**config.mk**
```make
export PLATFORM = sky130hd
export DESIGN_NAME = spm_fetch
export DESIGN_NICKNAME = d
export VERILOG_FILES = /design/src/logic/spm_pkg.sv /design/src/logic/spm_fetch.sv
export SDC_FILE = /design/constraint.sdc
export NUM_CORES = 1
export LEC_CHECK = 0
export BUFFER_PORTS_ARGS = -buffer_cell sky130_fd_sc_hd__buf_2
export CAP_MARGIN = 15
export CORE_ASPECT_RATIO = 0.7
export CORE_MARGIN = 5
export CORE_UTILIZATION = 42
export CTS_BUF_LIST = sky130_fd_sc_hd__clkbuf_8
export DETAILED_ROUTE_END_ITERATION = 6
export PLACE_DENSITY = 0.77
export SLEW_MARGIN = 20
export SYNTH_ARGS = -nofsm -noshare
export SYNTH_HDL_FRONTEND = slang
export SYNTH_SLANG_ARGS = --single-unit
export TNS_END_PERCENT = 30
```
**constraint.sdc**
```tcl
create_clock -name clk -period 1.2 [get_ports clk]
set_clock_uncertainty 0.05 [all_clocks]
set_input_delay 0.24 -clock clk [delete_from_list [all_inputs] [get_ports clk]]
set_output_delay 0.24 -clock clk [all_outputs]
set_load 0.02 [all_outputs]
```
**src/logic/spm_pkg.sv**
```systemverilog
// Word width, memory depth, opcode and state enums, bus selects, control and host structs

package spm_pkg;

  localparam int WORD_W    = 8;   // Data, address and instruction width
  localparam int MEM_DEPTH = 256; // Unified program and data memory

  typedef logic [WORD_W-1:0] word_t;

  // Instruction format is opcode[7:4], source[3:2], destination[1:0]
  typedef enum logic [3:0] {
    op_nop = 4'd0,
    op_add = 4'd1,
    op_sub = 4'd2,
    op_and = 4'd3,
    op_not = 4'd4,
    op_rd  = 4'd5,
    op_wr  = 4'd6,
    op_br  = 4'd7,
    op_brz = 4'd8  // Anything above halts
  } opcode_e;

  typedef enum logic [3:0] {
    st_idle = 4'd0,
    st_fet1 = 4'd1,
    st_fet2 = 4'd2,
    st_dec  = 4'd3,
    st_ex1  = 4'd4,
    st_rd1  = 4'd5,
    st_rd2  = 4'd6,
    st_wr1  = 4'd7,
    st_wr2  = 4'd8,
    st_br1  = 4'd9,
    st_br2  = 4'd10,
    st_halt = 4'd11
  } state_e;

  typedef enum logic [2:0] {
    sel1_r0 = 3'd0,
    sel1_r1 = 3'd1,
    sel1_r2 = 3'd2,
    sel1_r3 = 3'd3,
    sel1_pc = 3'd4
  } bus1_sel_e;

  typedef enum logic [1:0] {
    sel2_alu  = 2'd0,
    sel2_bus1 = 2'd1,
    sel2_mem  = 2'd2
  } bus2_sel_e;

  // One strobe per register plus the two bus selects
  typedef struct packed {
    logic [3:0] reg_load;  // R3..R0 load mask
    logic       pc_load;
    logic       pc_inc;
    logic       ir_load;
    logic       addr_load;
    logic       y_load;
    logic       z_load;
    logic       mem_write;
    bus1_sel_e  bus1_sel;
    bus2_sel_e  bus2_sel;
  } ctrl_t;

  typedef struct packed {
    logic  en;
    word_t addr;
    word_t data;
  } host_req_t;

endpackage

```
**src/logic/spm_fetch.sv**
```systemverilog
// Program counter, instruction register and address register

`timescale 1ns/1ps

module spm_fetch (
  input  logic           clk,
  input  logic           rst,
  input  spm_pkg::ctrl_t ctrl_i,
  input  spm_pkg::word_t bus2_i,
  output spm_pkg::word_t pc_o,
  output spm_pkg::word_t instruction_o,
  output spm_pkg::word_t address_o
);

  always_ff @(posedge clk or negedge rst) begin
    if (!rst) begin
      pc_o <= '0;
    end else if (ctrl_i.pc_load) begin
      pc_o <= bus2_i;  // Branch target
    end else if (ctrl_i.pc_inc) begin
      pc_o <= pc_o + 1'b1;  // Wraps at 256
    end
  end

  always_ff @(posedge clk or negedge rst) begin
    if (!rst) begin
      instruction_o <= '0;
    end else if (ctrl_i.ir_load) begin
      instruction_o <= bus2_i;
    end
  end

  // Drives the processor port of the memory
  always_ff @(posedge clk or negedge rst) begin
    if (!rst) begin
      address_o <= '0;
    end else if (ctrl_i.addr_load) begin
      address_o <= bus2_i;
    end
  end

endmodule

```
[Yosys cells after proc, flatten, opt, wreduce, memory -nomap -nowiden]
Index checks and enable logic that the tools add are counted.
Cells by class
  div/mod/pow operators: 0
  reductions and logical operators: 1
  multiplexer cells: 2
  eq/ne operators: 0
  bitwise gates (word level): 0
  shifts and indexed selects: 0
  $mul: 0
  add/sub/neg operators: 1
  magnitude comparators: 0
Operators by type and width (number)
  $mux W8: 2
  $add A8 B1 Y8 const B: 1
  $reduce_bool A2 Y1: 1
Word-level totals
  memory bits (writable): 0
  memories kept: 0
  register bits after elaboration: 24
  bits in latches: 0
  bits of input ports: 26
  logic and storage cells: 7
  output and inout port bits: 24
  bits in read-only memories: 0

[Longest topological paths before layout]
  depth in word-level cells: 3
  gate-level depth with buffers: 4
  gate-level depth less buffers: 4

[Worst setup path after synthesis]
Ideal clock, no wire load.
  kind: reg-to-reg
  start point: register pc_o[0]
  end point: register pc_o[6]
  buffers on the path: 0
  setup slack: -287 ps
  data required time: 1081 ps
  library setup time: 69 ps
  cell stages (with the launch flop): 5
  period minus slack after synthesis: 1487 ps
  arrival: 1368 ps
  cells stage by stage: dfrtp_1 -> ha_1 -> nand3_1 -> or4_1 -> nand3_1
On the way
  longest elaborated chain between the ends: 3
Ends and longest elaborated chain
  from (decl): RTL line spm_fetch.sv:10  | output spm_pkg::word_t pc_o,
  from (signal assigned): RTL line spm_fetch.sv:19  | pc_o <= bus2_i;
  from (signal assigned): RTL line spm_fetch.sv:21  | pc_o <= pc_o + 1'b1;
  $add A8 B1 Y8: RTL line spm_fetch.sv:21
  $mux W8: RTL line spm_fetch.sv:20  | end else if (ctrl_i.pc_inc) begin
  $mux W8: RTL line spm_fetch.sv:18  | end else if (ctrl_i.pc_load) begin
No other way between the ends. The select of a mux whose other input is x is not followed.
A chain may end at the register's enable or synchronous reset.

[Worst setup path in the final report]
  start point: register pc_o[0]
  end point: register pc_o[7]
Same word-level chain as after synthesis.

==> impl_metrics.csv <==
group,metric,value,unit
logic_synthesis,synth_nets,110,
cts,cts_buffers,3,
timing,drv_slew,0,
logic_synthesis,synth_warnings,0,
finish,n_antenna_cell,0,
placed_design,dp.cells,154,
cts,cts_tree,"built",
logic_synthesis,syn_inst,83,
power,combPwrFrac,21.8,%
run_status,violations,"setup timing",
timing,worst_pin_slew,0.533,ns
power,power_switching,0.587,mW
floorplan,ios,50,
logic_synthesis,postSynthAreaPerCell,12.5,sq um
timing,tns,-0.211,ns
logic_synthesis,yosysSeqAreaShare,57.8,%
logic_synthesis,yosysUniqueCellTypes,16,
floorplan,rows,15,
hold_path,hold_path_class,"input pin to register",
routing,avgRoutedWirePerCell,14.8,um
cts,cts_root_buf,"clkbuf_8",
setup_path,endpoint_kind,"register",
setup_path,setup.worst_path.start_class,"register",
timing,max_freq,796,MHz
setup_path,crit_fanout,4,
logic_synthesis,synth.area.top_cells,"dfrtp_1, mux2_2, nand2_1",
routing,firstDrtPassIters,4,
floorplan,dieHeight,51.6,um
power,power_per_cell_area,1470,nW/um^2
cts,ctsHtreeMaxLevel,1,
timing,setup_ws,-0.0569,ns
logic_synthesis,ys_ff_latch,24,
global_routing,antenna_found_initial,0,
timing,relSlewSlack,64.5,%
logic_synthesis,synth_top_area_share,57.8,%
logic_synthesis,synth_flop_cell,"dfrtp_1",
timing,setup_viol,5,
logic_synthesis,synth.cell_area,1040,sq um
routing,final_antenna_net_count,0,
logic_synthesis,yosysMostFrequentCell,"dfrtp_1",
finish,nets,155,
global_routing,grt_max_degree,25,
power,power.leakage,0.661,nW
finish,layout-drive-gt1-share,59.8,%
cts,clkLatencyLatePin,0.26,ns
logic_synthesis,synth_common_cells,"dfrtp_1, mux2_2, nand2_1",
flow_run,drv_cap,0,
power,vdd_drop_max,1110,uV
cts,cts_sinks,24,
global_routing,grt_overflow,0,
logic_synthesis,synth_top_cell_by_area,"dfrtp_1",
setup_path,setup.worst_path.class,"register to register",
finish,area_growth,40.2,%
global_routing,grt_pass1_wl,4.13,mm
routing,drc,0,
global_routing,grt_use_total,14.6,%
timing,final_hold_viol_count,0,
floorplan,die_area,3580,sq um
timing,min_period_over_period,105,%
routing,drt_wl_total,2.38,mm
power,p_int,1.56,mW
logic_synthesis,synth_edf_count,0,
power,clkPwrFrac,32.9,%
routing,routed_via_density,5.03,
setup_path,arrival,1.41,ns
placed_design,gp_congestion,0.810,
cts,cts.path.max_buffers,2,
floorplan,core,2420,sq um
floorplan,die_w,69.4,um
routing,vias,810,
run_status,status,"complete, but fails checks",
setup_path,required,1.36,ns
timing,min_period,1.26,ns
cts,clkSlewWorstSetupHoldPaths,0.08,ns
power,p_sw_share,27.4,%
logic_synthesis,async_flop_share,100,%
finish,final_cells,161,
power,seq_power_share,45.3,%
routing,drt_iter0_drc,27,
timing,rsz0062_at_grt,"yes",
finish,utilization,60.2,%
global_routing,grt_pass1_vias,886,
floorplan,start_util,42.9,%
placed_design,place_hpwl,1.81,mm
placed_design,io_buffer_count,37,
==> power by group through the flow <==
stage | Combinational (mW) | Sequential [mW] | Clock (mW)
after floorplan | 0.140 | 1.09 | 0
after global placement | 0.415 | 0.977 | 0
after detailed placement | 0.427 | 0.984 | 0
after CTS | 0.452 | 0.969 | 0.723
after global routing | 0.509 | 0.985 | 0.752
final | 0.467 | 0.971 | 0.704
==> stage by stage <==
stage | cell area (sq um) | hold slack [ns] | power, mW | setup WS [ns]
after detailed placement | 1310 | 0.200 | 1.41 | -0.0299
after global routing | 1460 | 0.168 | 2.25 | -0.118
after CTS | 1410 | 0.152 | 2.14 | -0.0620
after floorplan | 1060 | -0.106 | 1.23 | -0.0562
after global placement | 1310 | 0.189 | 1.39 | -0.0103
final | 1460 | 0.169 | 2.14 | -0.0569
==> cell usage in the layout, fill, tap and decap left out, drive strengths merged <==
cell type / synthesis / final
ha: 1 / 1
nand3: 5 / 5
dlygate4sd3: 0 / 1
mux2: 16 / 16
xnor2: 1 / 1
bufinv: 0 / 1
nor2b: 3 / 3
xor2: 3 / 3
dfrtp: 24 / 24
mux2i: 1 / 1
or4: 3 / 3
o21ai: 8 / 8
buf: 1 / 44
nand2: 10 / 10
clkbuf: 4 / 3
nand4: 3 / 3
==> state kept, by name, indices dropped and copies added, names as in the netlist <==
signal         count
address_o          8
instruction_o      8
pc_o               8
==> layout make-up <==
type                            count  area [sq um]
Timing Repair Buffer               45           283
Clock buffer                        3          41.3
Clock inverter                      1          30.0
Fill cell                         209           965
Multi-Input combinational cell     54           453
Tap cell                           34          42.5
Sequential cell                    24           607
==> layer usage <==
| layer | track usage, % | wire length, um |
|---|---|---|
| met1 | 19.4 | 1160 |
| met2 | 23.6 | 1080 |
| met3 | 5.98 | 147 |
| met4 | 0.974 | 0 |
| met5 | 0 | 0 |
==> worst paths after layout <==
kind / start / endpoint / slack [ns] / cells past startpoint
worst max register to register: pc_o[0]$_DFFE_PN0P_ / pc_o[7]$_DFFE_PN0P_ / -0.06 / 4
worst min-delay path: bus2_i[2] / pc_o[2]$_DFFE_PN0P_ / 0.17 / 3
worst min register to register: instruction_o[7]$_DFFE_PN0P_ / instruction_o[7]$_DFFE_PN0P_ / 0.46 / 1
min in group asynchronous: rst / address_o[2]$_DFFE_PN0P_ / 0.43 / 2
max in group asynchronous: rst / pc_o[4]$_DFFE_PN0P_ / 0.29 / 2
worst max-delay path: pc_o[0]$_DFFE_PN0P_ / pc_o[7]$_DFFE_PN0P_ / -0.06 / 4
==> worst max-delay path: stages (launching register included) <==
cell     delay, ns
dfrtp_2       0.41
buf_6         0.11
nand4_4       0.11
or4_1         0.42
nand3_1       0.09
==> kinds of logic after synthesis <==
family / after synthesis / synth area share, %
xor+xnor: 4 / 3.37
buf+inv: 5 / 2.17
flops: 24 / 57.8
mux: 17 / 18.3
fa+ha+maj: 1 / 1.20
compound gates: 8 / 3.86
simple gates: 24 / 13.3
==> what timing repair did <==
item	4_1_cts	5_1_grt
hold buffers	1	0
gates resized for setup	6	10
pin swaps	0	1
setup buffers	1	1
endpoints found under the hold margin	24	0
setup endpoints to repair	5	10
No activity file was read; power rests on OpenSTA's default activity.
