### config.mk
export PLATFORM = sky130hd
export DESIGN_NAME = spm_register_bus
export DESIGN_NICKNAME = d
export VERILOG_FILES = /design/src/logic/spm_pkg.sv /design/src/logic/spm_register_bus.sv
export SDC_FILE = /design/constraint.sdc
export NUM_CORES = 1
export LEC_CHECK = 0
export BUFFER_PORTS_ARGS = -buffer_cell sky130_fd_sc_hd__buf_4
export CORE_MARGIN = 2
export CORE_UTILIZATION = 46
export DETAILED_ROUTE_END_ITERATION = 12
export PLACE_DENSITY = 0.7
export SLEW_MARGIN = 5
export SYNTH_ARGS = -nofsm -noshare
export SYNTH_HDL_FRONTEND = slang
export SYNTH_SLANG_ARGS = --single-unit
### constraint.sdc
create_clock -name clk -period 1.5 [get_ports clk]
set_input_delay 0.15 -clock clk [delete_from_list [all_inputs] [get_ports clk]]
set_output_delay 0.15 -clock clk [all_outputs]
set_load 0.01 [all_outputs]
### src/logic/spm_pkg.sv
// Word width, memory depth, opcode and state enums, bus selects, control and host structs

package spm_pkg;

  localparam int WORD_W    = 8;   // Data, address and instruction width
  localparam int MEM_DEPTH = 256; // Unified program and data memory

  typedef logic [WORD_W-1:0] word_t;

  // Instruction format is opcode[7:4], source[3:2], destination[1:0]
  typedef enum logic [3:0] {
    op_nop = 4'd0,
    op_add = 4'd1,
    op_sub = 4'd2,
    op_and = 4'd3,
    op_not = 4'd4,
    op_rd  = 4'd5,
    op_wr  = 4'd6,
    op_br  = 4'd7,
    op_brz = 4'd8  // Anything above halts
  } opcode_e;

  typedef enum logic [3:0] {
    st_idle = 4'd0,
    st_fet1 = 4'd1,
    st_fet2 = 4'd2,
    st_dec  = 4'd3,
    st_ex1  = 4'd4,
    st_rd1  = 4'd5,
    st_rd2  = 4'd6,
    st_wr1  = 4'd7,
    st_wr2  = 4'd8,
    st_br1  = 4'd9,
    st_br2  = 4'd10,
    st_halt = 4'd11
  } state_e;

  typedef enum logic [2:0] {
    sel1_r0 = 3'd0,
    sel1_r1 = 3'd1,
    sel1_r2 = 3'd2,
    sel1_r3 = 3'd3,
    sel1_pc = 3'd4
  } bus1_sel_e;

  typedef enum logic [1:0] {
    sel2_alu  = 2'd0,
    sel2_bus1 = 2'd1,
    sel2_mem  = 2'd2
  } bus2_sel_e;

  // One strobe per register plus the two bus selects
  typedef struct packed {
    logic [3:0] reg_load;  // R3..R0 load mask
    logic       pc_load;
    logic       pc_inc;
    logic       ir_load;
    logic       addr_load;
    logic       y_load;
    logic       z_load;
    logic       mem_write;
    bus1_sel_e  bus1_sel;
    bus2_sel_e  bus2_sel;
  } ctrl_t;

  typedef struct packed {
    logic  en;
    word_t addr;
    word_t data;
  } host_req_t;

endpackage

### src/logic/spm_register_bus.sv
// General registers R0 to R3 with the bus 1 and bus 2 multiplexers

`timescale 1ns/1ps

module spm_register_bus (
  input  logic           clk,
  input  logic           rst,
  input  spm_pkg::ctrl_t ctrl_i,
  input  spm_pkg::word_t pc_i,
  input  spm_pkg::word_t alu_i,
  input  spm_pkg::word_t mem_i,
  output spm_pkg::word_t bus1_o,
  output spm_pkg::word_t bus2_o
);

  spm_pkg::word_t regs [4];

  // All four registers load from bus 2
  always_ff @(posedge clk or negedge rst) begin
    if (!rst) begin
      for (int i = 0; i < 4; i++) begin
        regs[i] <= '0;
      end
    end else begin
      for (int i = 0; i < 4; i++) begin
        if (ctrl_i.reg_load[i]) begin
          regs[i] <= bus2_o;
        end
      end
    end
  end

  // Bus 1 source
  always_comb begin
    case (ctrl_i.bus1_sel)
      spm_pkg::sel1_r0: bus1_o = regs[0];
      spm_pkg::sel1_r1: bus1_o = regs[1];
      spm_pkg::sel1_r2: bus1_o = regs[2];
      spm_pkg::sel1_r3: bus1_o = regs[3];
      spm_pkg::sel1_pc: bus1_o = pc_i;
      default:          bus1_o = '0;
    endcase
  end

  // Bus 2 source
  always_comb begin
    case (ctrl_i.bus2_sel)
      spm_pkg::sel2_alu:  bus2_o = alu_i;
      spm_pkg::sel2_bus1: bus2_o = bus1_o;
      spm_pkg::sel2_mem:  bus2_o = mem_i;
      default:            bus2_o = '0;
    endcase
  end

endmodule

; ---- Yosys cells after proc, flatten, opt, wreduce, memory -nomap -nowiden
; Cells that the tools add are included.
; W data, S select, Z words.
[word_totals]
reg_bits = 32
out_inout_bits = 16
input_bits = 42
[op_classes]
n_mux = 2
n_eq_ne = 6
n_reduce_logical = 2
[op_table]
columns = op, count
row1 = $pmux W8 S5, 1
row2 = $pmux W8 S3, 1
row3 = $eq A3 B2 Y1 const B, 2
row4 = $eq A3 B1 Y1 const B, 1
row5 = $eq A3 B3 Y1 const B, 1
row6 = $logic_not A3 Y1, 1
row7 = $eq A2 B1 Y1 const B, 1
row8 = $eq A2 B2 Y1 const B, 1
row9 = $logic_not A2 Y1, 1

; ---- Logic depth before layout (Yosys ltp)
[depth]
word_depth = 3
ltp_mapped = 5
depth_no_buf = 3

; ---- Least setup slack after synthesis
; Ideal clock, no wire load.
[synth_timing]
path_kind = input to output
startpoint = input ctrl_i[2] (netlist bit)
endpoint = output bus2_o[6]
t_arrival_ns = 1.086
required_ns = 1.350
path_slack_ns = 0.264
path_stages = 5
path_buffers = 2
path_cell_list = buf_6 -> buf_6 -> bufinv_8 -> a41oi_2 -> a31oi_1
[synth_via]
elab_chain_cells = 3
elab_cells_between_ends = 7
cone_classes = eq/ne (4) / mux (2) / reduce/logical (1)
[synth_lines]
columns = item, line_no
row1 = from (decl), spm_register_bus.sv:8  ; input spm_pkg::ctrl_t ctrl_i,
row2 = "$eq A3 B3 Y1, or another cell as far along", spm_register_bus.sv:35  ; case (ctrl_i.bus1_sel)
row3 = $pmux W8 S5 *, spm_register_bus.sv:35
row4 = $pmux W8 S3 *, spm_register_bus.sv:47  ; case (ctrl_i.bus2_sel)
row5 = to (decl), spm_register_bus.sv:13  ; output spm_pkg::word_t bus2_o
; Mark *: on every way between the ends. The rest lies on a longest branch, timed or not.

; ---- Final worst setup path
[layout_timing]
startpoint = register regs[11] (netlist bit)
endpoint = output bus2_o[3]
[layout_via]
elab_chain_cells = 2
[layout_lines]
columns = item, line_no
row1 = from (decl), spm_register_bus.sv:16  ; spm_pkg::word_t regs [4];
row2 = "from (signal, indexed assignment)", spm_register_bus.sv:27  ; regs[i] <= bus2_o;
row3 = $pmux W8 S5, spm_register_bus.sv:35
row4 = $pmux W8 S3, spm_register_bus.sv:47
; Every way passes these cells.

==> results.rst <==
.. list-table::
   :header-rows: 1

   * - Metric
     - Value
   * - Result of the run
     - complete, but fails checks
   * - Failing checks
     - negative setup slack
   * - Later-pin clock latency in the skew report
     - slightly below 0.3 ns
   * - Post-route core utilization
     - between 60% and 70%
   * - Area share of the largest cell type after synthesis
     - about a third
   * - GPL Wtd Cong
     - 0.859
   * - Crit path arrival time
     - 1.45 ns
   * - First-pass DRT Iterations
     - 5
   * - Peak VDD IR
     - around 530 uV
   * - Number of remaining DRC errors
     - 0
   * - Post-detailed-route count of antenna-violating nets
     - 0
   * - Endpoint kind of the worst setup timing path
     - output pin
   * - Endpoints failing setup
     - 16
   * - Final net count
     - between 300 and 400
   * - Placeable core area
     - 5040 um^2
   * - Clock tree from TritonCTS
     - done
   * - Relative max-transition margin
     - slightly below 70%
   * - Die outline area
     - between 5000 and 6000 um^2
   * - Peak clock frequency supported by timing
     - 627 MHz
   * - Syn Inst Count
     - approximately 230
   * - Category of the worst setup path launch point
     - register
   * - Mean cell area of the mapped netlist
     - about 11 um^2
   * - Largest register FFs
     - 32
   * - Register name with the most flops
     - regs
   * - Most frequent standard cell in the layout excluding fill and tap cells
     - sky130_fd_sc_hd__buf_4
   * - Pin count of the biggest net entering global routing
     - 33
   * - Post-DP HPWL
     - 4.86 mm
   * - Post-route clock period utilization
     - 106%
   * - Proportion of layout cells with a drive suffix above 1
     - a little over half
   * - Worst-path clk slew
     - around 0.070 ns
   * - Path category of the worst min-delay check
     - in -> async
   * - Final-report hold violation count
     - 0
   * - Total number of vias
     - roughly 2300
   * - TritonCTS buffer count
     - 5
   * - Overall routed net length
     - about 7.4 mm
   * - First-pass GRT wire length
     - 11.3 mm
   * - Slack of the worst reg-to-reg path
     - ~0.080 ns
   * - CTS root buf
     - sky130_fd_sc_hd__clkbuf_8
   * - Count of warnings emitted by yosys
     - 0
   * - Dominant combinational cell family by area after synthesis
     - compound AO/OA/AOI/OAI gates
   * - Placement Setup Slack
     - between 0.06 and 0.07 ns
   * - I/O pin count
     - 58
   * - Leak Pwr
     - around 1.4 nW
   * - Starting density of the core
     - a little under half
   * - Sum of internal, switching and leakage power
     - between 2 and 3 mW
   * - Global route overflow
     - 0
   * - Count of antenna diodes in the layout
     - 0
   * - Total routing usage reported by global routing
     - 27.1%
   * - Worst setup path category
     - reg -> out
   * - Critical path required time
     - ~1.4 ns
   * - Multiplexer area fraction after synthesis
     - 3.95%
   * - Yosys top cell by area
     - sky130_fd_sc_hd__dfrtp_1
   * - Fraction of the yosys area taken by sequential cells
     - around a third
   * - Cell area after synthesis
     - 2380 um^2
   * - Routed wirelength normalized by instance count
     - 19.9 um
   * - Horizontal extent of the die
     - approximately 76 um
   * - Most frequent cells in the layout
     - 67 x sky130_fd_sc_hd__buf_4, 40 x sky130_fd_sc_hd__a31oi_1, 32 x sky130_fd_sc_hd__or2_2, 32 x sky130_fd_sc_hd__o31ai_1, 32 x sky130_fd_sc_hd__dfrtp_1
   * - Setup WS post-layout
     - -0.0960 ns
   * - Ratio of total power to cell area
     - slightly above 800 nW/um^2
   * - Fillers
     - between 400 and 500
   * - First-iteration detailed-routing DRC count
     - approximately 160
   * - RSZ-0062 raised after global routing
     - true
   * - CTS sink count
     - 32
   * - Initial antenna violation count
     - 0
   * - Actual transition at the worst max-transition pin
     - 0.477 ns
   * - Synthesized-area fraction occupied by xor and xnor cells
     - 0%
   * - Top post-synthesis cells by area
     - sky130_fd_sc_hd__dfrtp_1 34%, sky130_fd_sc_hd__a31oi_1 11%, sky130_fd_sc_hd__o31ai_1 10%, sky130_fd_sc_hd__or2_2 8.4%, sky130_fd_sc_hd__a32oi_4 4.6%
   * - Standard-cell row count
     - 26
   * - Simple logic cell fraction of the synthesized area
     - between 20% and 30%
   * - Clock tree buffer depth
     - 2
   * - Count of input and output buffers
     - 50
   * - Synth Area in Adders
     - 0%
   * - Count of H-tree levels built during CTS
     - 2
   * - Total of max-cap violations
     - 0
   * - Total nets after synthesis
     - 268
   * - Vias per Instance
     - slightly above 6
   * - Post-route clock skew
     - roughly 0.0057 ns
   * - Final critical-path required period
     - about 1.6 ns
   * - Maximum fanout along the worst path
     - 3
   * - Synthesized flop and latch total
     - 32
   * - Regs by FF count
     - regs (32)
   * - Vertical die dimension
     - 75.9 um
   * - Post-synthesis cell type count
     - 28
   * - Area growth from synthesis to final layout
     - 33.1%
   * - Number of max-slew violations in the final report
     - 0
   * - Share of the synthesized area in compound gates (AO/OA/AOI/OAI)
     - a little under two fifths
   * - Number of global-route vias before repair
     - between 2000 and 2500
## report_power, final
group | internal [mW] | switching, mW | leakage, nW | total (mW)
Sequential | 0.974 | 0.0739 | 0.387 | 1.05
Clock | 0.316 | 0.335 | 0.0410 | 0.651
Combinational | 0.480 | 0.432 | 0.937 | 0.912
Total | 1.77 | 0.841 | 1.36 | 2.61
## cell families after synthesis
kind of cell    after synthesis
simple gates                 71
buf+inv                      19
mux                           8
compound gates               96
flops                        32
## final cells by class
type	count	area (um^2)	area share [%]
multi-input cells	175	1500	47.3
flip-flops and latches	32	801	25.3
repair buffers	79	663	21.0
well taps	70	87.6	2.77
clock buffers	6	72.6	2.29
inverters	6	36.3	1.15
clock inverters	1	5.00	0.158
## synthesized netlist by cell type
cell / count
sky130_fd_sc_hd__nor2_1: 8
sky130_fd_sc_hd__inv_1: 4
sky130_fd_sc_hd__nor2_4: 1
sky130_fd_sc_hd__a41oi_2: 1
sky130_fd_sc_hd__buf_6: 4
sky130_fd_sc_hd__a31oi_4: 3
sky130_fd_sc_hd__mux2_2: 7
sky130_fd_sc_hd__dfrtp_1: 32
sky130_fd_sc_hd__and2b_1: 1
sky130_fd_sc_hd__buf_2: 3
sky130_fd_sc_hd__and4bb_2: 8
sky130_fd_sc_hd__o21ba_2: 8
sky130_fd_sc_hd__a31oi_2: 4
sky130_fd_sc_hd__and2_1: 4
sky130_fd_sc_hd__buf_4: 1
sky130_fd_sc_hd__or2_2: 32
sky130_fd_sc_hd__a32oi_2: 4
sky130_fd_sc_hd__and2b_4: 1
sky130_fd_sc_hd__a32oi_4: 4
sky130_fd_sc_hd__o31ai_1: 32
sky130_fd_sc_hd__bufinv_8: 1
sky130_fd_sc_hd__nand2_1: 8
sky130_fd_sc_hd__and3b_1: 8
sky130_fd_sc_hd__buf_1: 4
sky130_fd_sc_hd__inv_2: 1
sky130_fd_sc_hd__mux2_4: 1
sky130_fd_sc_hd__clkbuf_1: 1
sky130_fd_sc_hd__a31oi_1: 40
## per-stage QoR
stage | instances | setup TNS, ns | hold WS, ns | instance area [um^2]
3_5_place_dp | 354 | 0 | 0.121 | 2950
2_1_floorplan | 226 | 0 | -0.146 | 2380
4_1_cts | 367 | -0.759 | 0.336 | 3120
6_report | 369 | -0.759 | 0.341 | 3160
3_3_place_gp | 354 | 0 | 0.118 | 2950
5_1_grt | 369 | -1.56 | 0.363 | 3160
## metal layers
layer | vias to the layer above | GRT usage (%) | wire [um]
li1 | 1037 | - | -
met1 | 1110 | 38.2 | 3370
met2 | 99 | 42.3 | 3440
met3 | 11 | 4.89 | 446
met4 | 0 | 8.19 | 99
met5 | - | 0 | 0
## repair_timing
item	in CTS	in global routing
pin swaps	6	2
gates resized for setup	12	4
endpoints found under the hold margin	32	0
buffers inserted	5	2
hold buffers	1	0
endpoints found under the setup margin	16	16
## worst max-delay path, stage by stage, from the launching register on
cell and delay, ns:
sky130_fd_sc_hd__dfrtp_1 0.38, sky130_fd_sc_hd__mux2_2 0.27, sky130_fd_sc_hd__a32oi_2 0.21, sky130_fd_sc_hd__a31oi_1 0.12, sky130_fd_sc_hd__buf_4 0.16
## final timing paths
kind,start,end,depth (start not counted)
min reg2reg,regs[10]$_DFFE_PN0P_,regs[10]$_DFFE_PN0P_,3
min,rst,regs[12]$_DFFE_PN0P_,2
max in group asynchronous,rst,regs[26]$_DFFE_PN0P_,2
min in group clk,ctrl_i[14],regs[15]$_DFFE_PN0P_,4
max,regs[11]$_DFFE_PN0P_,bus2_o[3],4
max reg2reg,regs[13]$_DFFE_PN0P_,regs[21]$_DFFE_PN0P_,6
No activity file was read; power rests on OpenSTA's default activity.
