<file path="src/logic/spm_pkg.sv">
// Word width, memory depth, opcode and state enums, bus selects, control and host structs

package spm_pkg;

  localparam int WORD_W    = 8;   // Data, address and instruction width
  localparam int MEM_DEPTH = 256; // Unified program and data memory

  typedef logic [WORD_W-1:0] word_t;

  // Instruction format is opcode[7:4], source[3:2], destination[1:0]
  typedef enum logic [3:0] {
    op_nop = 4'd0,
    op_add = 4'd1,
    op_sub = 4'd2,
    op_and = 4'd3,
    op_not = 4'd4,
    op_rd  = 4'd5,
    op_wr  = 4'd6,
    op_br  = 4'd7,
    op_brz = 4'd8  // Anything above halts
  } opcode_e;

  typedef enum logic [3:0] {
    st_idle = 4'd0,
    st_fet1 = 4'd1,
    st_fet2 = 4'd2,
    st_dec  = 4'd3,
    st_ex1  = 4'd4,
    st_rd1  = 4'd5,
    st_rd2  = 4'd6,
    st_wr1  = 4'd7,
    st_wr2  = 4'd8,
    st_br1  = 4'd9,
    st_br2  = 4'd10,
    st_halt = 4'd11
  } state_e;

  typedef enum logic [2:0] {
    sel1_r0 = 3'd0,
    sel1_r1 = 3'd1,
    sel1_r2 = 3'd2,
    sel1_r3 = 3'd3,
    sel1_pc = 3'd4
  } bus1_sel_e;

  typedef enum logic [1:0] {
    sel2_alu  = 2'd0,
    sel2_bus1 = 2'd1,
    sel2_mem  = 2'd2
  } bus2_sel_e;

  // One strobe per register plus the two bus selects
  typedef struct packed {
    logic [3:0] reg_load;  // R3..R0 load mask
    logic       pc_load;
    logic       pc_inc;
    logic       ir_load;
    logic       addr_load;
    logic       y_load;
    logic       z_load;
    logic       mem_write;
    bus1_sel_e  bus1_sel;
    bus2_sel_e  bus2_sel;
  } ctrl_t;

  typedef struct packed {
    logic  en;
    word_t addr;
    word_t data;
  } host_req_t;

endpackage

</file>
<file path="src/logic/spm_alu.sv">
// ALU with operand register Y and zero flag register Z

`timescale 1ns/1ps

module spm_alu (
  input  logic             clk,
  input  logic             rst,
  input  spm_pkg::ctrl_t   ctrl_i,
  input  spm_pkg::opcode_e opcode_i,
  input  spm_pkg::word_t   bus1_i,
  input  spm_pkg::word_t   bus2_i,
  output spm_pkg::word_t   alu_o,
  output logic             zero_o
);

  spm_pkg::word_t y_q;  // Holds the source operand

  always_ff @(posedge clk or negedge rst) begin
    if (!rst) begin
      y_q    <= '0;
      zero_o <= 1'b0;
    end else begin
      if (ctrl_i.y_load) y_q <= bus2_i;
      if (ctrl_i.z_load) zero_o <= (alu_o == '0);
    end
  end

  // Bus 1 carries the destination, or the source for NOT
  always_comb begin
    case (opcode_i)
      spm_pkg::op_add: alu_o = y_q + bus1_i;
      spm_pkg::op_sub: alu_o = bus1_i - y_q;  // Dest minus src
      spm_pkg::op_and: alu_o = y_q & bus1_i;
      spm_pkg::op_not: alu_o = ~bus1_i;
      default:         alu_o = '0;
    endcase
  end

endmodule

</file>
<file path="config.mk">
export PLATFORM = sky130hd
export DESIGN_NAME = spm_alu
export DESIGN_NICKNAME = d
export VERILOG_FILES = /design/src/logic/spm_pkg.sv /design/src/logic/spm_alu.sv
export SDC_FILE = /design/constraint.sdc
export NUM_CORES = 1
export LEC_CHECK = 0
export BUFFER_PORTS_ARGS = -buffer_cell sky130_fd_sc_hd__buf_2
export CAP_MARGIN = 0
export CORE_ASPECT_RATIO = 0.9
export CORE_MARGIN = 2
export CORE_UTILIZATION = 43
export DETAILED_ROUTE_END_ITERATION = 8
export PLACE_DENSITY = 0.78
export SETUP_SLACK_MARGIN = 0.4
export SLEW_MARGIN = 10
export SYNTH_ARGS = -nofsm -noshare
export SYNTH_HDL_FRONTEND = slang
export SYNTH_SLANG_ARGS = --single-unit
</file>
<file path="constraint.sdc">
create_clock -name clk -period 3.5 [get_ports clk]
set_input_delay 0.7 -clock clk [delete_from_list [all_inputs] [get_ports clk]]
set_output_delay 0.7 -clock clk [all_outputs]
set_load 0.05 [all_outputs]
</file>
### Word level (Yosys, flattened, before mapping)

Index checks and enable logic that the tools add are counted.
W data, S select, Z words.

* add/sub/neg operators: 2
* multiply operators: 0
* divide/modulo/power cells: 0
* order comparisons: 0
* eq/ne operators: 4
* shift operators: 0
* multiplexer cells: 1
* bitwise operators: 2
* reductions and logical operators: 1

Operators by type and width (number)
* $pmux W8 S4: 1
* $add A8 B8 Y8: 1
* $and A8 B8 Y8: 1
* $eq A4 B2 Y1 const B: 2
* $logic_not A8 Y1: 1
* $not A8 Y8: 1
* $sub A8 B8 Y8: 1
* $eq A4 B1 Y1 const B: 1
* $eq A4 B3 Y1 const B: 1

* register bits: 9
* bits in latches: 0
* memory bits (writable): 0
* bits in read-only memories: 0
* input port bits: 38
* output and inout port bits: 9
* logic and storage cells: 12
* memories kept: 0

### Depth between registers and ports, before layout

Gate-level depths: netlist of run 1.

* depth after elaboration: 3
* gate-level depth with buffers: 11
* mapped depth without buffers: 11

### Worst setup path after synthesis of run 1

Ideal clock, no wire load.

* path type: in2out
* start point: input opcode_i[3]
* end point: output alu_o[7]
* arrival: 3.282 ns
* required time: 2.800 ns
* path slack: -0.482 ns
* stages on the path: 10
* buffers on the path: 1
* path through: buf_12 > nor4b_4 > mux2_2 > inv_1 > ha_1 > nand2b_1 > a21oi_1 > a221oi_1 > xnor2_1 > o22ai_1

* word-level cells in the longest chain between the ends: 2
* elaborated cells between the ends (all ways): 5
* those cells by class: eq/ne (4); mux (1)

Ends and longest elaborated chain
* from (decl): line spm_alu.sv:9 `input spm_pkg::opcode_e opcode_i,`
* $eq A4 B3 Y1, or another cell as far along: line spm_alu.sv:30 `case (opcode_i)`
* $pmux W8 S4 *: line spm_alu.sv:30
* to (decl): line spm_alu.sv:12 `output spm_pkg::word_t alu_o,`

Every way passes the cells marked *; elsewhere a longest branch is shown, timed or not.

### Final worst setup path of run 1

* start point: input opcode_i[0]
* end point: output alu_o[6]

Same word-level chain as after synthesis.

==> out/metrics.cfg, run 1 <==
[status]
outcome = finished with violations
violations = setup timing

[synthesis]
synthesis.nets = 173
ys_ff_latch = 9
syn_inst = 125
synth_edf_count = 0
syn_area_per_cell_um2 = 8.808
synthArstFlopShare = 1.000
ys_seq_area_frac = 0.2045
synthFlopType = dfrtp_1
post-synth-top-area-cell = dfrtp_1
synthesis.area_um2 = 1101
synthTopCellsByArea = dfrtp_1 (20%), ha_1 (10%), xnor2_1 (8.8%)
yosysWarnings = 0
synth_top_area_share = 0.2045
ys_types = 45

[floorplanning]
die-height_um = 52.01
core_um2 = 2446
rows = 17
die_x_um = 57.34
start_util = 0.4501
die_area_um2 = 2982
ioPinCount = 47

[timing]
fin_crit_ns = 3.536
skew_ns = 0.0007430
max_freq_mhz = 282.8
hold_viol_final = 0
fin_crit_sh = 1.010
fin_setup_tns_ns = -0.09320
rsz0062_at_grt = yes
fin_hold_ws_ns = 0.2797
relSlewSlack = 0.7408
worstMarginPinSlew_ns = 0.3847
drv_slew = 0
setup_viol = 3
layout_setup_ws_ns = -0.03644

[final_layout]
drive_gt1_frac = 0.5243
layout.nets = 234
syn_to_final_growth_pct = 59.32
post-route-util = 0.7171
n_antenna_cell = 0
final_area_um2 = 1754

[global_route]
grt-ovfl-total = 0
globalRouteTotalUtil = 0.2220
grt_pass1_vias = 1148
grt_max_degree = 14
antenna_found_initial = 0
grt_pass1_wl_um = 5092

[worst_setup_path]
cp_data_arrival_time_ns = 2.84
end_kind = output port
crit_type = in2out
start_kind = primary input
critPathRequiredTime_ns = 2.80
crit_fanout = 5

[power]
ir_worst_vdd_mv = 0.2612
p_leak_nw = 0.8075
p_total_uw = 681.0
power_density_nw_per_um2 = 388.2

[clock_tree]
clock_tree.buffer_depth = 2
clock_latency_ns = 0.25
cts_buffers = 3
htree_levels = 1
cts_sinks = 9
clkTransAtPathRegs_ns = 0.06
cts_tree = done
cts-root-buf = clkbuf_4

[placement]
dpl_cell_area_um2 = 1479
hpwl_um = 2519
place.gp.congestion = 0.8637
port_buffers = 32

[route]
vias_per_cell = 5.493
first_iter_violations = 20
vias = 1170
dr.pass1.iters = 4
drcViolationCount = 0
wl_per_cell_um = 15.28
detail-route-antenna-nets = 0
routed_wl_um = 3254

[job]
maxCapViolCount = 0

[min_path]
worstHoldPathType = in2async

==> power breakdown <==
| part | internal, mW | switching, mW | total (mW) |
|---|---|---|---|
| registers | 0.116 | 0.0134 | 0.130 |
| logic | 0.234 | 0.240 | 0.474 |
| clock network | 0.0437 | 0.0332 | 0.0770 |
==> worst paths after layout <==
kind / cells after the start / end / from / slack [ns]
hold reg to reg: 2 / zero_o / zero_o / 0.53
setup / recovery: 11 / alu_o[6] / opcode_i[0] / -0.04
min in group clk: 2 / zero_o / zero_o / 0.53
max in group asynchronous: 1 / y_q[1] / rst / 3.05
hold / removal: 1 / y_q[4] / rst / 0.28
setup reg to reg: 11 / zero_o / y_q[1] / 0.49
==> per-stage QoR <==
| step | instances | worst slack (ns) |
|---|---|---|
| after floorplan | 125 | 0.02905 |
| after CTS | 211 | -0.02823 |
| final | 213 | -0.03644 |
| after global placement | 202 | -0.1173 |
| after global routing | 213 | -0.1564 |
| after detailed placement | 202 | -0.1803 |
==> flip-flops by register name, summed over array words and instances (netlist names) <==
signal / cells
zero_o: 1
y_q: 8
==> routing by layer <==
| layer | part of all wire | wire, um | GRT usage | up-vias |
|---|---|---|---|---|
| li1 | - | - | - | 577 |
| met1 | 0.41 | 1343 | 0.2641 | 554 |
| met2 | 0.54 | 1761 | 0.4110 | 33 |
| met3 | 0.032 | 104 | 0.009950 | 6 |
| met4 | 0.014 | 45 | 0.1008 | 0 |
| met5 | 0 | 0 | 0 | - |
==> cell type report <==
type | instances | area [um2]
Fill cell | 191 | 691.9
Tap cell | 28 | 35.03
Clock buffer | 4 | 26.28
Multi-Input combinational cell | 104 | 989.7
Timing Repair Buffer | 59 | 441.7
Inverter | 9 | 36.28
Sequential cell | 9 | 225.2
==> critical path, stage by stage <==
cell      delay, ns
buf_8          0.10
nor4b_4        0.25
buf_4          0.17
mux2_4         0.32
fa_2           0.37
nor2b_2        0.14
o2111a_1       0.19
nor2_1         0.05
xor2_1         0.18
o22ai_4        0.19
buf_6          0.18
==> cells in the final DEF, fill, tap and decap left out, types with 2 or more instances in the layout <==
master    instances
o21ai_0           7
nor3b_1           3
buf_8             4
inv_1             8
buf_2            23
buf_4            25
buf_6             7
clkbuf_4          3
o22ai_4           3
dfrtp_1           9
ha_1              8
a21oi_1           3
xnor2_2           3
nand3_1           3
mux2_2            3
a31oi_1           6
nor3_1            2
nand2_2           2
nor2_1           11
xnor2_1           8
nand2_1           6
nor4b_4           2
==> Yosys cell counts, drive strengths merged (3+ instances only) <==
cell   number
nor3b       3
nand3       4
nor2       12
nand2       8
nor3        3
xnor2      11
o21ai       7
o22ai       5
a21oi       5
mux2        5
ha          9
a31oi       6
inv         9
dfrtp       9
==> cell families after synthesis <==
kind of cell	after synthesis	share of synthesized area
AO/OA/AOI/OAI	31	0.2045
XOR/XNOR	13	0.1034
adder cells (fa/ha/maj)	10	0.1205
buffers and inverters	12	0.05909
flip-flops	9	0.2045
multiplexers	6	0.06022
AND/OR/NAND/NOR	44	0.2477
==> timing repair <==
item,4_1_cts,5_1_grt
endpoints found under the setup margin,8,8
hold buffers,0,0
buffers inserted,5,2
pin swaps,4,12
gates resized for setup,27,14
Note: power is estimated with default switching activity, not from simulation.
==> run 2, diff against run 1 <==
--- a/config.mk
+++ b/config.mk
@@ -12,6 +12,7 @@
 export CORE_UTILIZATION = 43
 export DETAILED_ROUTE_END_ITERATION = 8
 export PLACE_DENSITY = 0.78
+export REMOVE_ABC_BUFFERS = 1
 export SETUP_SLACK_MARGIN = 0.4
 export SLEW_MARGIN = 10
 export SYNTH_ARGS = -nofsm -noshare
==> run 2 against run 1 <==
Compared with the run above:
- the flow still finishes with violations (setup timing)
- worst setup slack worse by 0.058 ns
- final cell count is 2.3% higher
- critical endpoint is now alu_o[4]
- non-clock buffer count is 5 higher
- flip-flop and latch count stayed put
- total power is 1.3% higher
- core utilization is 1.4 points higher
- first-iteration DRC count grew to 2.5 times the previous value
==> out/metrics.cfg, run 2 (synthesized netlist as in run 1, its figures left out) <==
[status]
outcome = finished with violations
violations = setup timing

[worst_setup_path]
reg2reg_to = zero_o
timing.rr.start = y_q[1]
rrSetupSlack_ns = 0.23
crit_fanout = 2
cp_data_arrival_time_ns = 2.89
critPathRequiredTime_ns = 2.80
crit_chain = buf_8, nor4b_4, buf_4, mux2_4, fa_2, nor2b_4, buf_4, buf_6, o22ai_2, xnor2_1, a21o_1, buf_6
crit_type = in2out
slowest_delay_ns = 0.37
end_kind = output port
reg2reg_depth = 13
start_kind = primary input
cp_slowest_cell = fa_2

[final_layout]
multi_input_area_um2 = 975.9
drive_gt1_frac = 0.5368
layout.nets = 239
n_antenna_cell = 0
largest_reg_flops = 8
fill_cells = 179
reg.largest.list = y_q (8), zero_o (1)
largest_register = y_q
syn_to_final_growth_pct = 62.50
final_cell_mix = buf_4 (25), buf_2 (23), buf_6 (14)
final_common_cell = buf_4
final_area_um2 = 1789
area.sequential_um2 = 225.2

[floorplanning]
die_x_um = 57.34
rows = 17
die_area_um2 = 2982
die-height_um = 52.01
ioPinCount = 47
start_util = 0.4501
core_um2 = 2446

[placement]
dpl_cell_area_um2 = 1400
dpl_worst_slack_ns = -0.1959
port_buffers = 32
place.gp.congestion = 0.8960
hpwl_um = 2371

[power]
p_sw_uw = 282.6
power_density_nw_per_um2 = 385.4
p_sw_frac = 0.4098
p_seq_frac = 0.190
p_leak_nw = 0.8375
clockPowerShare = 0.110
p_total_uw = 689.6
comb_power_share = 0.700
ir_worst_vdd_mv = 0.2961
cell_internal_pwr_uw = 407.0

[timing]
hold_viol_final = 0
layout_setup_ws_ns = -0.09490
fin_hold_ws_ns = 0.2888
drv_slew = 0
setup_viol = 4
fin_crit_sh = 1.027
skew_ns = 0.0003268
relSlewSlack = 0.7749
fin_crit_ns = 3.595
worstMarginPinSlew_ns = 0.3359
rsz0062_at_grt = yes
max_freq_mhz = 278.2

[route]
drcViolationCount = 0
first_iter_violations = 50
vias_per_cell = 5.459
routed_wl_um = 3245
dr.pass1.iters = 4
vias = 1190
wl_per_cell_um = 14.89
detail-route-antenna-nets = 0

[clock_tree]
clock_latency_ns = 0.25
clock_tree.buffer_depth = 2
cts_buffers = 3
cts_hold_buffers = 0
clkTransAtPathRegs_ns = 0.06
cts-root-buf = clkbuf_4
cts_sinks = 9
cts_tree = done
htree_levels = 1

[global_route]
antenna_found_initial = 0
grt_max_degree = 14
grt_pass1_wl_um = 5382
grt_pass1_vias = 1213
grt-ovfl-total = 0
globalRouteTotalUtil = 0.2304

[job]
maxCapViolCount = 0

[min_path]
worstHoldPathType = in2async

run 2: changes by cell type in the layout (fill, tap and decap cells not counted), sizes merged:
cell	before	now
buf	59	64
run 2: metrics by stage:
step	setup TNS [ns]	cells	util
after global routing	-0.7657	218	0.7315
after CTS	-0.05166	212	0.6752
final	-0.2274	218	0.7315
after detailed placement	-0.7133	200	0.5724
after global placement	-0.4681	200	0.5724
after floorplan	-0.5519	122	-
run 2: worst max path at each step:
stage,start,end,slack (ns),depth (start not counted)
after floorplan,opcode_i[3],alu_o[7],-0.36,9
after global placement,opcode_i[3],alu_o[7],-0.17,12
after detailed placement,opcode_i[3],alu_o[7],-0.20,12
after CTS,opcode_i[0],alu_o[7],-0.05,12
after global routing,opcode_i[2],alu_o[4],-0.19,12
final,opcode_i[2],alu_o[4],-0.09,12
run 2: cell type report:
| class | instances | area share |
|---|---|---|
| multi-input combinational | 104 | 0.5455 |
| timing repair buffer | 64 | 0.2741 |
| sequential | 9 | 0.1259 |
| inverter | 9 | 0.02028 |
| tap | 28 | 0.01958 |
| clock buffer | 4 | 0.01469 |
run 2: routing by layer:
layer,routed length [um],part of all wire,GRT usage
met1,1345,0.41,0.2718
met2,1804,0.56,0.4564
met3,94,0.029,0.009950
met4,0,0,0.05039
met5,0,0,0
run 2: timing repair:
item,4_1_cts,5_1_grt
cloned,0,0
pin swaps,18,16
gates resized for setup,39,19
setup buffers,8,6
endpoints found under the setup margin,8,8
run 2: worst max-delay path, delay by kind of cell:
kind                     cells  cell delay, ns
AO/OA/AOI/OAI                2            0.24
XOR/XNOR                     1            0.22
adder cells (fa/ha/maj)      1            0.37
buffers and inverters        5            0.60
multiplexers                 1            0.31
AND/OR/NAND/NOR              2            0.43
run 2: power groups by stage:
| stage | combinational (mW) | sequential (mW) | clock [mW] |
|---|---|---|---|
| after CTS | 0.422 | 0.130 | 0.0796 |
| after floorplan | 0.197 | 0.140 | 0 |
| after global routing | 0.514 | 0.133 | 0.0840 |
| after global placement | 0.310 | 0.131 | 0 |
| after detailed placement | 0.326 | 0.132 | 0 |
| final | 0.483 | 0.131 | 0.0756 |
